$ cat src/verilog/mem_bus_config.svh
// Bus sizing macros: code burst length, DMA address width, read burst maximum
`ifndef MEM_BUS_CONFIG_SVH
`define MEM_BUS_CONFIG_SVH

// ------------------------------
// Code fetch
// ------------------------------

// Dwords per code fetch
// Also the number of words in one code line
`define MEM_CODE_BURST 8

// ------------------------------
// DMA slave
// ------------------------------

// DMA byte address width, 16 MB window
`define MEM_DMA_ADDR_W 24

// ------------------------------
// Data reads
// ------------------------------

// Longest core read burst in dwords
`define MEM_RD_MAX_DW 3

`endif

$ cat src/verilog/avm_pkg.sv
// Avalon-MM field types and byteenable/burstcount constants
`default_nettype none

package avm_pkg;

   // ------------------------------
   // Field types
   // ------------------------------

   // Dword address, byte offset bits dropped
   typedef logic [31:2] avm_addr_t;

   // One data word
   typedef logic [31:0] avm_data_t;

   // One enable bit per byte lane
   typedef logic [3:0] avm_be_t;

   // Beats per command
   typedef logic [3:0] avm_burst_t;

   // ------------------------------
   // Constants
   // ------------------------------

   // All four byte lanes
   localparam avm_be_t AVM_BE_ALL = 4'b1111;

   // Single beat command
   localparam avm_burst_t AVM_BURST_ONE = 4'd1;

endpackage

`default_nettype wire

$ cat src/verilog/cpu_req_pkg.sv
// Core request length types, bridge state encoding, code line type
`default_nettype none

`include "mem_bus_config.svh"

package cpu_req_pkg;

   // ------------------------------
   // Request lengths
   // ------------------------------

   // Length in dwords, 1 to 3
   typedef logic [1:0] dword_len_t;

   // Read length in bytes
   typedef logic [3:0] byte_len_t;

   // ------------------------------
   // Bridge FSM
   // ------------------------------

   // One state per kind of bus transfer in flight
   typedef enum logic [2:0] {
      IDLE      = 3'd0,
      WRITE     = 3'd1,
      READ      = 3'd2,
      READ_CODE = 3'd3,
      WRITE_DMA = 3'd4,
      READ_DMA  = 3'd5
   } mem_state_t;

   // Whole code line, word 0 in the low bits
   typedef avm_pkg::avm_data_t [`MEM_CODE_BURST-1:0] code_line_t;

endpackage

`default_nettype wire

$ cat src/verilog/avalon_mem.sv
// Bridge from core write/read/code requests and DMA slave to one Avalon-MM master
`timescale 1ns/100ps
`default_nettype none

`include "mem_bus_config.svh"

module avalon_mem (
   input  logic                          clk,
   input  logic                          rst_n,

   // Core write burst, 1 or 2 dwords
   input  logic                          writeburst_do,
   output logic                          writeburst_done,
   input  logic [31:0]                   writeburst_address,
   input  cpu_req_pkg::dword_len_t       writeburst_dword_length,
   input  avm_pkg::avm_be_t              writeburst_byteenable_0,
   input  avm_pkg::avm_be_t              writeburst_byteenable_1,
   input  logic [55:0]                   writeburst_data,

   // Core read burst, 1 to 3 dwords
   input  logic                          readburst_do,
   output logic                          readburst_done,
   input  logic [31:0]                   readburst_address,
   input  cpu_req_pkg::dword_len_t       readburst_dword_length,
   input  cpu_req_pkg::byte_len_t        readburst_byte_length,
   output logic [32*`MEM_RD_MAX_DW-1:0]  readburst_data,

   // Core code fetch
   input  logic                          readcode_do,
   output logic                          readcode_done,
   input  logic [31:0]                   readcode_address,
   output avm_pkg::avm_data_t            readcode_partial,
   output logic                          readcode_beat,

   // Avalon master
   output avm_pkg::avm_addr_t            avm_address,
   output avm_pkg::avm_data_t            avm_writedata,
   output avm_pkg::avm_be_t              avm_byteenable,
   output avm_pkg::avm_burst_t           avm_burstcount,
   output logic                          avm_write,
   output logic                          avm_read,
   input  logic                          avm_waitrequest,
   input  logic                          avm_readdatavalid,
   input  avm_pkg::avm_data_t            avm_readdata,

   // DMA slave
   input  logic [`MEM_DMA_ADDR_W-1:0]    dma_address,
   input  logic                          dma_write,
   input  avm_pkg::avm_data_t            dma_writedata,
   input  avm_pkg::avm_be_t              dma_byteenable,
   input  logic                          dma_read,
   output avm_pkg::avm_data_t            dma_readdata,
   output logic                          dma_readdatavalid,
   output logic                          dma_waitrequest
);

   import avm_pkg::*;
   import cpu_req_pkg::*;

   // Beat counter wide enough for a code burst
   localparam int CNT_W = $clog2(`MEM_CODE_BURST);

   // ------------------------------
   // Registers
   // ------------------------------

   mem_state_t       state;
   logic [CNT_W-1:0] counter;
   dword_len_t       save_readburst;

   // Second write dword for the WRITE state
   avm_addr_t        writeaddr_next;
   avm_data_t        save_data;
   avm_be_t          byteenable_next;

   // Earlier read beats named by distance from the last beat
   avm_data_t        rd_last_m1;
   avm_data_t        rd_last_m2;

   // ------------------------------
   // Request selection
   // ------------------------------

   logic sel_rd;
   logic sel_code;
   logic dma_start;
   logic sel_dma_wr;
   logic sel_dma_rd;
   logic idle;

   // Fixed priority of write, read, code, then DMA
   assign sel_rd     = ~writeburst_do & readburst_do;
   assign sel_code   = ~writeburst_do & ~readburst_do & readcode_do;
   // DMA only gets the bus with no core request pending
   assign dma_start  = ~(writeburst_do | readburst_do | readcode_do);
   assign sel_dma_wr = dma_start & dma_write;
   assign sel_dma_rd = dma_start & ~dma_write & dma_read;
   assign idle       = (state == IDLE);

   // Read byteenable from byte count and offset
   function automatic avm_be_t read_be(input byte_len_t len, input logic [1:0] off);
      logic [3:0] end_byte;
      logic [3:0] mask;
      end_byte = {2'b00, off} + len;
      // Whole dword for long reads and for reads crossing into the next dword
      if (len == 4'd0 || len >= 4'd4 || end_byte > 4'd4) begin
         return AVM_BE_ALL;
      end
      mask = (4'b0001 << len) - 4'b0001;
      return mask << off;
   endfunction

   // ------------------------------
   // Avalon command
   // ------------------------------

   // Outside IDLE only the second write dword is on the bus
   assign avm_address =
      !idle         ? writeaddr_next :
      writeburst_do ? writeburst_address[31:2] :
      sel_rd        ? readburst_address[31:2] :
      sel_code      ? readcode_address[31:2] :
                      avm_addr_t'(dma_address[`MEM_DMA_ADDR_W-1:2]);

   assign avm_writedata =
      !idle         ? save_data :
      writeburst_do ? writeburst_data[31:0] :
                      dma_writedata;

   // Code fetches read whole dwords
   assign avm_byteenable =
      !idle         ? byteenable_next :
      writeburst_do ? writeburst_byteenable_0 :
      sel_rd        ? read_be(readburst_byte_length, readburst_address[1:0]) :
      sel_code      ? AVM_BE_ALL :
                      dma_byteenable;

   assign avm_burstcount =
      (idle && sel_rd)   ? avm_burst_t'(readburst_dword_length) :
      (idle && sel_code) ? avm_burst_t'(`MEM_CODE_BURST) :
                           AVM_BURST_ONE;

   assign avm_write = (idle && (writeburst_do || sel_dma_wr)) || state == WRITE;
   assign avm_read  = idle && (sel_rd || sel_code || sel_dma_rd);

   // ------------------------------
   // Core and DMA responses
   // ------------------------------

   assign writeburst_done = idle && writeburst_do && !avm_waitrequest;
   assign readburst_done  = state == READ && counter == '0 && avm_readdatavalid;

   // Last beat comes straight from the bus
   assign readburst_data =
      (save_readburst == 2'd1) ? {avm_readdata, avm_readdata, avm_readdata} :
      (save_readburst == 2'd2) ? {avm_readdata, avm_readdata, rd_last_m1} :
                                 {avm_readdata, rd_last_m1, rd_last_m2};

   assign readcode_partial = avm_readdata;
   assign readcode_beat    = state == READ_CODE && avm_readdatavalid;
   assign readcode_done    = readcode_beat && counter == '0;

   assign dma_readdata      = avm_readdata;
   assign dma_readdatavalid = state == READ_DMA && avm_readdatavalid;
   assign dma_waitrequest   = state != READ_DMA && state != WRITE_DMA;

   // ------------------------------
   // FSM
   // ------------------------------

   always_ff @(posedge clk) begin
      if (!rst_n) begin
         state          <= IDLE;
         counter        <= '0;
         save_readburst <= '0;
      end else begin
         case (state)
            IDLE: begin
               // Nothing starts while the memory stalls
               if (!avm_waitrequest) begin
                  if (writeburst_do) begin
                     if (writeburst_dword_length > 2'd1) begin
                        state <= WRITE;
                     end
                  end else if (sel_rd) begin
                     state          <= READ;
                     counter        <= CNT_W'(readburst_dword_length - 2'd1);
                     save_readburst <= readburst_dword_length;
                  end else if (sel_code) begin
                     state   <= READ_CODE;
                     counter <= CNT_W'(`MEM_CODE_BURST - 1);
                  end else if (sel_dma_wr) begin
                     state <= WRITE_DMA;
                  end else if (sel_dma_rd) begin
                     state <= READ_DMA;
                  end
               end
            end
            WRITE: begin
               if (!avm_waitrequest) begin
                  state <= IDLE;
               end
            end
            READ, READ_CODE: begin
               // Count beats down to the last one
               if (avm_readdatavalid) begin
                  counter <= counter - CNT_W'(1);
                  if (counter == '0) begin
                     state <= IDLE;
                  end
               end
            end
            // One cycle to release the DMA master after its write
            WRITE_DMA: state <= IDLE;
            READ_DMA: begin
               if (avm_readdatavalid) begin
                  state <= IDLE;
               end
            end
            default: state <= IDLE;
         endcase
      end
   end

   // ------------------------------
   // Payload capture
   // ------------------------------

   always_ff @(posedge clk) begin
      // Second dword zero-extended from the 24 upper bits
      if (idle && !avm_waitrequest && writeburst_do) begin
         save_data       <= {8'd0, writeburst_data[55:32]};
         byteenable_next <= writeburst_byteenable_1;
         writeaddr_next  <= writeburst_address[31:2] + 30'd1;
      end
      if (state == READ && avm_readdatavalid) begin
         if (counter == CNT_W'(2)) begin
            rd_last_m2 <= avm_readdata;
         end
         if (counter == CNT_W'(1)) begin
            rd_last_m1 <= avm_readdata;
         end
      end
   end

endmodule

`default_nettype wire

$ cat src/verilog/code_line_fill.sv
// Code line assembly from the partial dwords of one code fetch
`timescale 1ns/100ps
`default_nettype none

`include "mem_bus_config.svh"

module code_line_fill (
   input  logic                   clk,
   input  logic                   rst_n,
   input  logic                   readcode_do,
   input  avm_pkg::avm_data_t     readcode_partial,
   input  logic                   readcode_beat,
   input  logic                   readcode_done,
   output cpu_req_pkg::code_line_t code_line,
   output logic                   code_line_valid
);

   import cpu_req_pkg::*;

   localparam int IDX_W = $clog2(`MEM_CODE_BURST);

   // ------------------------------
   // State
   // ------------------------------

   // Fetch seen but not yet finished
   logic             fetch_active;
   logic [IDX_W-1:0] wr_idx;
   logic             fetch_start;
   code_line_t       line_q;

   // New fetch including one requested right after the last
   assign fetch_start = readcode_do && !fetch_active;

   always_ff @(posedge clk) begin
      if (!rst_n) begin
         fetch_active    <= 1'b0;
         wr_idx          <= '0;
         code_line_valid <= 1'b0;
      end else begin
         // Line complete one cycle after the last beat
         code_line_valid <= readcode_done;
         if (readcode_done) begin
            fetch_active <= 1'b0;
         end else if (fetch_start) begin
            fetch_active <= 1'b1;
         end
         if (fetch_start) begin
            wr_idx <= '0;
         end else if (readcode_beat) begin
            wr_idx <= wr_idx + IDX_W'(1);
         end
      end
   end

   // Word 0 arrives first
   always_ff @(posedge clk) begin
      if (readcode_beat) begin
         line_q[wr_idx] <= readcode_partial;
      end
   end

   assign code_line = line_q;

endmodule

`default_nettype wire

$ cat src/verilog/mem_bus_top.sv
// Top level joining the Avalon bridge and the code line fill block
`timescale 1ns/100ps
`default_nettype none

`include "mem_bus_config.svh"

module mem_bus_top (
   input  logic                          clk,
   input  logic                          rst_n,

   // Core write burst
   input  logic                          writeburst_do,
   output logic                          writeburst_done,
   input  logic [31:0]                   writeburst_address,
   input  cpu_req_pkg::dword_len_t       writeburst_dword_length,
   input  avm_pkg::avm_be_t              writeburst_byteenable_0,
   input  avm_pkg::avm_be_t              writeburst_byteenable_1,
   input  logic [55:0]                   writeburst_data,

   // Core read burst
   input  logic                          readburst_do,
   output logic                          readburst_done,
   input  logic [31:0]                   readburst_address,
   input  cpu_req_pkg::dword_len_t       readburst_dword_length,
   input  cpu_req_pkg::byte_len_t        readburst_byte_length,
   output logic [32*`MEM_RD_MAX_DW-1:0]  readburst_data,

   // Core code fetch
   input  logic                          readcode_do,
   output logic                          readcode_done,
   input  logic [31:0]                   readcode_address,
   output avm_pkg::avm_data_t            readcode_partial,
   output cpu_req_pkg::code_line_t       code_line,
   output logic                          code_line_valid,

   // Avalon master
   output avm_pkg::avm_addr_t            avm_address,
   output avm_pkg::avm_data_t            avm_writedata,
   output avm_pkg::avm_be_t              avm_byteenable,
   output avm_pkg::avm_burst_t           avm_burstcount,
   output logic                          avm_write,
   output logic                          avm_read,
   input  logic                          avm_waitrequest,
   input  logic                          avm_readdatavalid,
   input  avm_pkg::avm_data_t            avm_readdata,

   // DMA slave
   input  logic [`MEM_DMA_ADDR_W-1:0]    dma_address,
   input  logic                          dma_write,
   input  avm_pkg::avm_data_t            dma_writedata,
   input  avm_pkg::avm_be_t              dma_byteenable,
   input  logic                          dma_read,
   output avm_pkg::avm_data_t            dma_readdata,
   output logic                          dma_readdatavalid,
   output logic                          dma_waitrequest
);

   // Code beat strobe, bridge to line fill only
   logic readcode_beat;

   // ------------------------------
   // Bridge
   // ------------------------------

   avalon_mem u_bridge (
      .clk                     (clk),
      .rst_n                   (rst_n),
      .writeburst_do           (writeburst_do),
      .writeburst_done         (writeburst_done),
      .writeburst_address      (writeburst_address),
      .writeburst_dword_length (writeburst_dword_length),
      .writeburst_byteenable_0 (writeburst_byteenable_0),
      .writeburst_byteenable_1 (writeburst_byteenable_1),
      .writeburst_data         (writeburst_data),
      .readburst_do            (readburst_do),
      .readburst_done          (readburst_done),
      .readburst_address       (readburst_address),
      .readburst_dword_length  (readburst_dword_length),
      .readburst_byte_length   (readburst_byte_length),
      .readburst_data          (readburst_data),
      .readcode_do             (readcode_do),
      .readcode_done           (readcode_done),
      .readcode_address        (readcode_address),
      .readcode_partial        (readcode_partial),
      .readcode_beat           (readcode_beat),
      .avm_address             (avm_address),
      .avm_writedata           (avm_writedata),
      .avm_byteenable          (avm_byteenable),
      .avm_burstcount          (avm_burstcount),
      .avm_write               (avm_write),
      .avm_read                (avm_read),
      .avm_waitrequest         (avm_waitrequest),
      .avm_readdatavalid       (avm_readdatavalid),
      .avm_readdata            (avm_readdata),
      .dma_address             (dma_address),
      .dma_write               (dma_write),
      .dma_writedata           (dma_writedata),
      .dma_byteenable          (dma_byteenable),
      .dma_read                (dma_read),
      .dma_readdata            (dma_readdata),
      .dma_readdatavalid       (dma_readdatavalid),
      .dma_waitrequest         (dma_waitrequest)
   );

   // ------------------------------
   // Code line
   // ------------------------------

   code_line_fill u_line_fill (
      .clk              (clk),
      .rst_n            (rst_n),
      .readcode_do      (readcode_do),
      .readcode_partial (readcode_partial),
      .readcode_beat    (readcode_beat),
      .readcode_done    (readcode_done),
      .code_line        (code_line),
      .code_line_valid  (code_line_valid)
   );

endmodule

`default_nettype wire

$ cat config.mk
export PLATFORM = sky130hd
export DESIGN_NAME = mem_bus_top
export DESIGN_NICKNAME = d
export VERILOG_FILES = /design/src/verilog/avm_pkg.sv /design/src/verilog/cpu_req_pkg.sv /design/src/verilog/avalon_mem.sv /design/src/verilog/code_line_fill.sv /design/src/verilog/mem_bus_top.sv
export VERILOG_INCLUDE_DIRS = /design/src /design/src/verilog
export SDC_FILE = /design/constraint.sdc
export NUM_CORES = 1
export LEC_CHECK = 0
export BUFFER_PORTS_ARGS = -buffer_cell sky130_fd_sc_hd__buf_4
export CAP_MARGIN = 20
export CORE_AREA = 2 2 293 295
export CTS_BUF_LIST = sky130_fd_sc_hd__clkbuf_8
export CTS_CLUSTER_DIAMETER = 150
export CTS_CLUSTER_SIZE = 20
export DETAILED_ROUTE_END_ITERATION = 16
export DIE_AREA = 0 0 295 297
export GPL_TIMING_DRIVEN = 0
export SYNTH_ARGS = -nofsm -noshare
export SYNTH_HDL_FRONTEND = slang
export SYNTH_HIERARCHICAL = 1
export SYNTH_SLANG_ARGS = --single-unit
$ cat constraint.sdc
create_clock -name clk -period 5.84 [get_ports clk]
set_input_delay 1.46 -clock clk [delete_from_list [all_inputs] [get_ports clk]]
set_output_delay 1.46 -clock clk [all_outputs]
set_load 0.02 [all_outputs]
==> reports/metrics.yaml, run 1 <==
area_growth_pct: 46.3
path_max_fanout: 10
end_kind: "output pin"
start_kind: "primary input"
clk_path_buf_depth: 3
drt-total-wl_mm: 79.6
async_flop_share: 0
finalSetupViolCount: 0
fin_total_pwr_w: 0.00545
synth_flop_cell: "edfxtp_1"
grt_start_max_net_pins: 59
fp.coreArea_sq_um: 84500
dr.pass1.iters: 5
yosysSeqAreaShare: 0.685
status: "complete, no violations"
vias_per_cell: 4.17
cts_resized: 0
finalCriticalPeriod_ps: 5320
syn_avg_cell_area_sq_um: 14.2
dpl.hpwl_mm: 64.1
leakagePower_nw: 9.66
peakVddDrop_mv: 0.112
clock_latency_ps: 660
grt_pass1_wl_mm: 105
post_cts_buffers: 0
final_max_slew_viol_count: 0
cts_sinks: 391
slew_headroom: 0.326
die-area_sq_um: 87600
netlist_area_sq_um: 16900
row_count: 107
synth_cell_types: 52
required_ps: 4380
synthMostInstantiatedCell: "edfxtp_1"
synth_top_area_frac: 0.670
synth_common_cells: "edfxtp_1 (378), mux2i_1 (109), buf_4 (97), nand2_1 (96), o21ai_0 (74)"
worst_pin_slew_ps: 1000
cts_tree: "yes"
grt_antenna_before_repair: 13
io_pins: 763
synth_edf_count: 378
synth_area_leaders: "edfxtp_1 (67%), mux2i_1 (6.4%), buf_4 (4.3%), o21ai_0 (2.2%), mux2_2 (2.1%)"
fmax_mhz: 188
p_switching_w: 0.00152
power_density_nw_per_um2: 220
drc: 0
routedWlPerCell_microns: 25.3
drtAntennaViolNets: 0
via_count: 13200
portBuffers: 752
clock_power_share: 0.240
synth_fp_nets: 1475
setup_tns_ps: 0
drtIter0Drc: 762
comb_power_share: 0.189
synth_warnings: 6
synthCells: 1196
place_congestion: 0.925
period_share: 0.910
htree_levels: 1
worstPathArrival_ps: 3860
switching_share: 0.278
hp-class: "flop to flop"
synth.largest_area_cell: "edfxtp_1"
start_util: 0.201
p_seq_frac: 0.570
power.internal_w: 0.00393
clkTransAtPathRegs_ps: 140
path_class: "primary input to output pin"
root_buffer: "clkbuf_8"
cap_violations: 0
finish.utilization: 0.294
grt_use_total: 0.173
grt_overflow: 0
cts_buffers: 23
finalHoldViolCount: 0
hold_buffers: 0
nets: 2270
rsz0062_at_grt: "no"
die_height_microns: 297
grt_pass1_vias: 12900
dieWidth_microns: 295
fin_skew_ps: 25.6
drive_above_1_share: 0.476
synth-seq-cells: 391
## state kept, by name (all words and copies together), names as in the netlist
signal / cells
u_bridge/byteenable_next: 4
u_bridge/counter: 3
u_bridge/rd_last_m1: 32
u_bridge/rd_last_m2: 32
u_bridge/save_data: 24
u_bridge/save_readburst: 2
u_bridge/state: 3
u_bridge/writeaddr_next: 30
u_line_fill/code_line: 256
u_line_fill/code_line_valid: 1
u_line_fill/fetch_active: 1
u_line_fill/wr_idx: 3
## power by group through the flow
stage          logic [W]  clock network, W  registers [W]
6_report         0.00103           0.00131        0.00311
5_1_grt          0.00110           0.00148        0.00311
4_1_cts          0.00105           0.00140        0.00311
3_5_place_dp     0.00105                 0        0.00317
3_3_place_gp     0.00104                 0        0.00318
2_1_floorplan   0.000468                 0        0.00317
## per-layer routing
layer,track usage,part of all wire,vias to the layer above
li1,-,-,5934
met2,0.321,0.52,614
met4,0.0419,0.026,4
met3,0.0486,0.083,80
met1,0.191,0.37,6521
met5,0,0.00036,-
## area by class of cell
cell class | count | area (sq um)
diodes | 11 | 27.5
plain buffers | 157 | 966
repair buffers | 770 | 5930
clock buffers | 23 | 317
inverters | 15 | 56.3
flip-flops and latches | 391 | 11600
multi-input cells | 633 | 4380
fillers | 8818 | 59700
well taps | 1144 | 1430
clock inverters | 10 | 70.1
## cells by family after synthesis
logic type                 after synthesis  share of synthesized area
and+or+nand+nor                        265                     0.0778
muxes                                  141                     0.0856
xor gates and xnor gates                33                     0.0171
buffers and inverters                  172                     0.0603
AOI/OAI and AO/OA                      183                     0.0661
DFF                                    391                      0.685
other                                    1                   0.000221
adders and majority gates               10                    0.00783
## critical path, stage by stage
cell	delay, ps
clkbuf_1	500
clkbuf_1	500
clkbuf_1	500
a221oi_1	190
o31ai_1	450
buf_4	240
## metrics by stage
stage	instances	cell area, sq um	setup WS [ps]	hold WS, ps
6_report	3154	24800	524	506
5_1_grt	3151	24800	440	534
4_1_cts	3143	24800	459	511
3_5_place_dp	3110	24400	458	489
3_3_place_gp	3092	24000	-2710	485
2_1_floorplan	1196	16900	1060	469
## final timing paths
path | slack, ps | endpoint | depth (start not counted) | from
worst min-delay path | 510 | u_line_fill/fetch_active | 2 | u_line_fill/fetch_active
worst max register to register | 2650 | u_line_fill/code_line[3] | 7 | u_bridge/state[2]
worst max-delay path | 520 | avm_address[25] | 6 | readburst_do
worst min register to register | 510 | u_line_fill/fetch_active | 2 | u_line_fill/fetch_active
## layout by cell type (no fill, tap or decap), types with 19 or more instances in the layout
cell type / synthesis / final
a211oi_1: 38 / 38
a21oi_1: 37 / 37
buf_4: 97 / 850
clkbuf_1: 53 / 53
clkbuf_8: 0 / 23
edfxtp_1: 378 / 378
inv_1: 15 / 22
mux2_2: 32 / 32
mux2i_1: 109 / 109
nand2_1: 96 / 96
nand3_1: 19 / 19
nor2_1: 36 / 30
nor2b_1: 47 / 47
o21ai_0: 74 / 74
xnor2_1: 20 / 20
Note: power is estimated with default switching activity, not from simulation.
==> run 2: changes to the inputs <==
CORE_AREA = 2 2 299 301   (was 2 2 293 295)
DIE_AREA = 0 0 301 303   (was 0 0 295 297)
clock period = 6.4 ns   (was 5.84 ns; I/O delays follow)
==> run 2 against run 1 <==
  * Flip-flop and latch count is the same
  * Sequential share of layout area is essentially flat
  * First-iteration DRC count grew 17%
  * Critical path depth is the same
  * Largest cell class unchanged
==> reports/metrics.yaml, run 2 (same netlist as run 1, synthesis figures left out) <==
finalSetupViolCount: 0
path_delay_family: "buffers and inverters"
io_pins: 763
hold_depth: 2
end_kind: "output pin"
via_count: 13300
worstPathArrival_ps: 4150
final_common_cell: "buf_4"
crit_path_max_incr_delay_ps: 530
final_area_sq_um: 24800
layout_common_cells: "buf_4 (850), edfxtp_1 (378), mux2i_1 (109)"
slew_headroom: 0.261
clkTransAtPathRegs_ps: 140
rr_worst_depth: 9
dpl.hpwl_mm: 65.7
drive_above_1_share: 0.475
place_congestion: 0.938
hp-class: "flop to flop"
drt-total-wl_mm: 80.3
largest_reg_flops: 256
crit_cells: 6
hold_buffers: 0
start_kind: "primary input"
cap_violations: 0
drtIter0Drc: 891
cp_num_buf_inv: 4
root_buffer: "clkbuf_8"
slowest_stage: "clkbuf_1"
dp.cells: 3130
drtAntennaViolNets: 0
finalCriticalPeriod_ps: 5750
grt_pass1_vias: 12900
grt_start_max_net_pins: 59
die-area_sq_um: 91200
instances_no_fill: 3177
dieWidth_microns: 301
finalHoldViolCount: 0
rsz0062_at_grt: "no"
cts_buffers: 23
fp.coreArea_sq_um: 88000
leakagePower_nw: 9.63
fmax_mhz: 174
required_ps: 4800
period_share: 0.898
fin_skew_ps: 62.3
postPlaceCellArea_sq_um: 24400
cts_resized: 0
area_growth_pct: 46.3
htree_levels: 1
row_count: 109
status: "complete, no violations"
post_cts_buffers: 0
clk_path_buf_depth: 3
die_height_microns: 303
cts_tree: "yes"
grt_antenna_before_repair: 23
peakVddDrop_mv: 0.197
grt_pass1_wl_mm: 105
grt_use_total: 0.167
clock_latency_ps: 710
finish.utilization: 0.282
dr.pass1.iters: 5
start_util: 0.193
grt_overflow: 0
worst_pin_slew_ps: 1110
crit_path_frequent_cell: "clkbuf_1"
vias_per_cell: 4.19
portBuffers: 752
path_max_fanout: 10
final_max_slew_viol_count: 0
path_class: "primary input to output pin"
crit_chain: "clkbuf_1 -> clkbuf_1 -> clkbuf_1 -> a221oi_1 -> o31ai_1 -> buf_4"
nets: 2269
cts_sinks: 391
routedWlPerCell_microns: 25.3
drc: 0
power_density_nw_per_um2: 199
-- run 2: cell count changes in the layout (fill, tap and decap cells not counted), sizes merged --
cell,delta
buf,-1
bufinv,-1
clkinvlp,-1
diode,+5
-- run 2: area by class of cell --
class,count,area (sq um)
Fill cell,9202,63200
Sequential cell,391,11600
Timing Repair Buffer,769,5910
Multi-Input combinational cell,633,4380
Tap cell,1165,1460
Buffer,157,966
Clock buffer,23,317
Inverter,15,56.3
Clock inverter,8,45.0
Antenna cell,16,40.0
-- run 2: tightest hold or removal path, cell delays in order, from the launching register on --
cell and delay [ps]:
dfxtp_1 330, nor2_1 100, nor3_1 50
-- run 2: worst paths after layout --
check,slack (ps),endpoint,from
worst min-delay path,500,u_line_fill/fetch_active,u_line_fill/fetch_active
worst min register to register,500,u_line_fill/fetch_active,u_line_fill/fetch_active
worst max-delay path,650,avm_address[22],readburst_do
worst max register to register,3180,u_line_fill/code_line[12],u_bridge/state[2]
-- run 2: power breakdown --
part	switching (W)	internal (W)
Clock	0.000810	0.000337
Combinational	0.000568	0.000385
Sequential	0.00000951	0.00283
-- run 2: metal layers --
layer,vias up,GRT usage,part of all wire
li1,5940,-,-
met1,6466,0.171,0.34
met2,774,0.318,0.53
met3,112,0.0458,0.089
met4,8,0.0676,0.042
met5,-,0,0.00071
-- run 2: metrics by stage --
| stage | hold WS [ps] | setup TNS [ps] | setup slack (ps) | total power [W] |
|---|---|---|---|---|
| 2_1_floorplan | 469 | 0 | 1480 | 0.00332 |
| 3_3_place_gp | 478 | -123190 | -1770 | 0.00385 |
| 3_5_place_dp | 479 | 0 | 725 | 0.00386 |
| 4_1_cts | 502 | 0 | 704 | 0.00503 |
| 5_1_grt | 559 | 0 | 562 | 0.00514 |
| 6_report | 503 | 0 | 652 | 0.00494 |
==> run 3: changes to the inputs <==
--- a/config.mk
+++ b/config.mk
@@ -16,3 +16,3 @@
 export DIE_AREA = 0 0 301 303
-export GPL_TIMING_DRIVEN = 0
+export GPL_TIMING_DRIVEN = 1
 export SYNTH_ARGS = -nofsm -noshare
@@ -21 +21,2 @@
 export SYNTH_SLANG_ARGS = --single-unit
+export TNS_END_PERCENT = 5
--- a/constraint.sdc
+++ b/constraint.sdc
@@ -3,2 +3,2 @@
 set_output_delay 1.6 -clock clk [all_outputs]
-set_load 0.02 [all_outputs]
+set_load 0.05 [all_outputs]
==> run 3 against run 2 <==
  * Register-to-register slack gained 30 ps
  * Fmax grew 4.3%
  * Cell count shrank 4.8%
  * Routed wire length shrank 9.9%
  * Hold slack gained 18 ps
  * Final area shrank 4.0%
  * Setup slack gained 240 ps
  * Sequential share of layout area grew 2.0 points
  * Via count shrank 6.0%
==> reports/metrics.yaml, run 3 (same netlist as run 1, synthesis figures left out) <==
power_density_nw_per_um2: 217
area_growth_pct: 40.4
dr.pass1.iters: 5
grt_antenna_before_repair: 16
vias_per_cell: 4.13
finalCriticalPeriod_ps: 5510
peakVddDrop_mv: 0.122
min_from: "u_line_fill/fetch_active"
worstPathArrival_ps: 3910
dieWidth_microns: 301
cts_buffers: 23
ff2ff_setup_slack_ps: 3210
post_cts_buffers: 0
fmax_mhz: 181
cts_tree: "yes"
drc: 0
cts_sinks: 391
drive_above_1_share: 0.464
cap_violations: 0
cts_resized: 0
drtAntennaViolNets: 0
slew_headroom: 0.478
grt_pass1_vias: 12100
clk_path_buf_depth: 3
drtIter0Drc: 708
final_max_slew_viol_count: 0
hold_depth: 2
nets: 2120
start_util: 0.193
timing.rr.start: "u_bridge/state[1]"
rr_worst_depth: 5
worst_pin_slew_ps: 775
die_height_microns: 303
hp-class: "flop to flop"
required_ps: 4800
routedWlPerCell_microns: 23.9
leakagePower_nw: 9.12
grt_use_total: 0.149
fin_skew_ps: 56.5
rsz0062_at_grt: "no"
root_buffer: "clkbuf_8"
crit_path_max_incr_delay_ps: 670
grt_overflow: 0
slowest_stage: "nor4_1"
clkTransAtPathRegs_ps: 140
finalSetupViolCount: 0
min_to: "u_line_fill/fetch_active"
die-area_sq_um: 91200
cp_num_buf_inv: 3
htree_levels: 1
finalHoldViolCount: 0
portBuffers: 754
path_max_fanout: 6
largest_reg_flops: 256
r2r_end: "u_line_fill/code_line[70]"
fp.coreArea_sq_um: 88000
grt_start_max_net_pins: 98
end_kind: "output pin"
dpl.hpwl_mm: 55.1
crit_path_frequent_cell: "buf_4"
crit_chain: "buf_4 -> nor4_1 -> inv_1 -> ha_1 -> xnor2_1 -> o21ba_2 -> o211ai_1 -> buf_4"
final.setup.worst_slack_ps: 890
path_class: "primary input to output pin"
setup_tns_ps: 0
clock_latency_ps: 690
layout_common_cells: "buf_4 (775), edfxtp_1 (378), mux2i_1 (109)"
path_delay_family: "compound AO/OA/AOI/OAI gates"
row_count: 109
grt_pass1_wl_mm: 96.1
place_congestion: 0.916
status: "complete, no violations"
period_share: 0.861
post-place-ws_ps: 851
nFillCells: 9188
via_count: 12500
drt-total-wl_mm: 72.4
io_pins: 763
hold_buffers: 0
final_common_cell: "buf_4"
start_kind: "primary input"
run 3: changes by cell type in the layout (fill, tap and decap cells not counted), moves of 2 or more:
cell,before,now
dfxtp_1,13,11
buf_6,8,0
buf_2,4,0
inv_1,21,25
dfxtp_4,0,2
clkbuf_1,53,0
buf_12,9,2
buf_1,2,0
diode_2,16,7
buf_4,850,775
run 3: cell type report:
| cell class | count | area (sq um) | area share |
|---|---|---|---|
| diodes | 7 | 17.5 | 0.000736 |
| repair buffers | 777 | 5860 | 0.246 |
| clock inverters | 12 | 57.6 | 0.00242 |
| clock buffers | 24 | 330 | 0.0139 |
| inverters | 15 | 56.3 | 0.00237 |
| well taps | 1165 | 1460 | 0.0612 |
| flip-flops and latches | 391 | 11600 | 0.488 |
| multi-input cells | 633 | 4400 | 0.185 |
run 3: worst register-to-register path, delay by kind of cell (launching register included):
family | cells | cell delay (ps)
buf+inv | 1 | 540
simple gates | 4 | 1610
flops | 1 | 620
run 3: routing by layer:
layer	global-route usage	share of wire	routed length, microns	up-vias
met2	0.275	0.51	36900	667
met3	0.0376	0.084	6090	92
met4	0.0468	0.033	2400	6
met1	0.168	0.37	27000	6091
met5	0	0.00061	44	-
li1	-	-	-	5643
run 3: worst max path at each step:
stage,from,endpoint,slack [ps],cells after the start
2_1_floorplan,readburst_do,avm_address[22],1130,5
3_3_place_gp,readburst_byte_length[1],avm_byteenable[3],820,8
3_5_place_dp,readburst_byte_length[1],avm_byteenable[3],850,8
4_1_cts,readburst_byte_length[1],avm_byteenable[3],830,8
5_1_grt,readburst_byte_length[1],avm_byteenable[1],670,9
6_report,readburst_byte_length[1],avm_byteenable[3],890,8
run 3: where the power goes:
part / total [W] / internal [W] / leakage (nW) / switching (W)
Combinational: 0.00114 / 0.000350 / 5.36 / 0.000789
Clock: 0.00118 / 0.000352 / 0.236 / 0.000829
Sequential: 0.00284 / 0.00283 / 3.52 / 0.0000122
Total: 0.00516 / 0.00353 / 9.12 / 0.00163
run 3: per-stage QoR:
stage / hold slack [ps] / util / total power [W] / instances / area (sq um)
3_5_place_dp: 491 / 0.266 / 0.00405 / 2981 / 23400
6_report: 521 / 0.271 / 0.00516 / 3024 / 23800
2_1_floorplan: 469 / - / 0.00359 / 1196 / 16900
3_3_place_gp: 478 / 0.266 / 0.00405 / 2981 / 23400
4_1_cts: 510 / 0.270 / 0.00525 / 3017 / 23800
5_1_grt: 541 / 0.271 / 0.00538 / 3023 / 23800
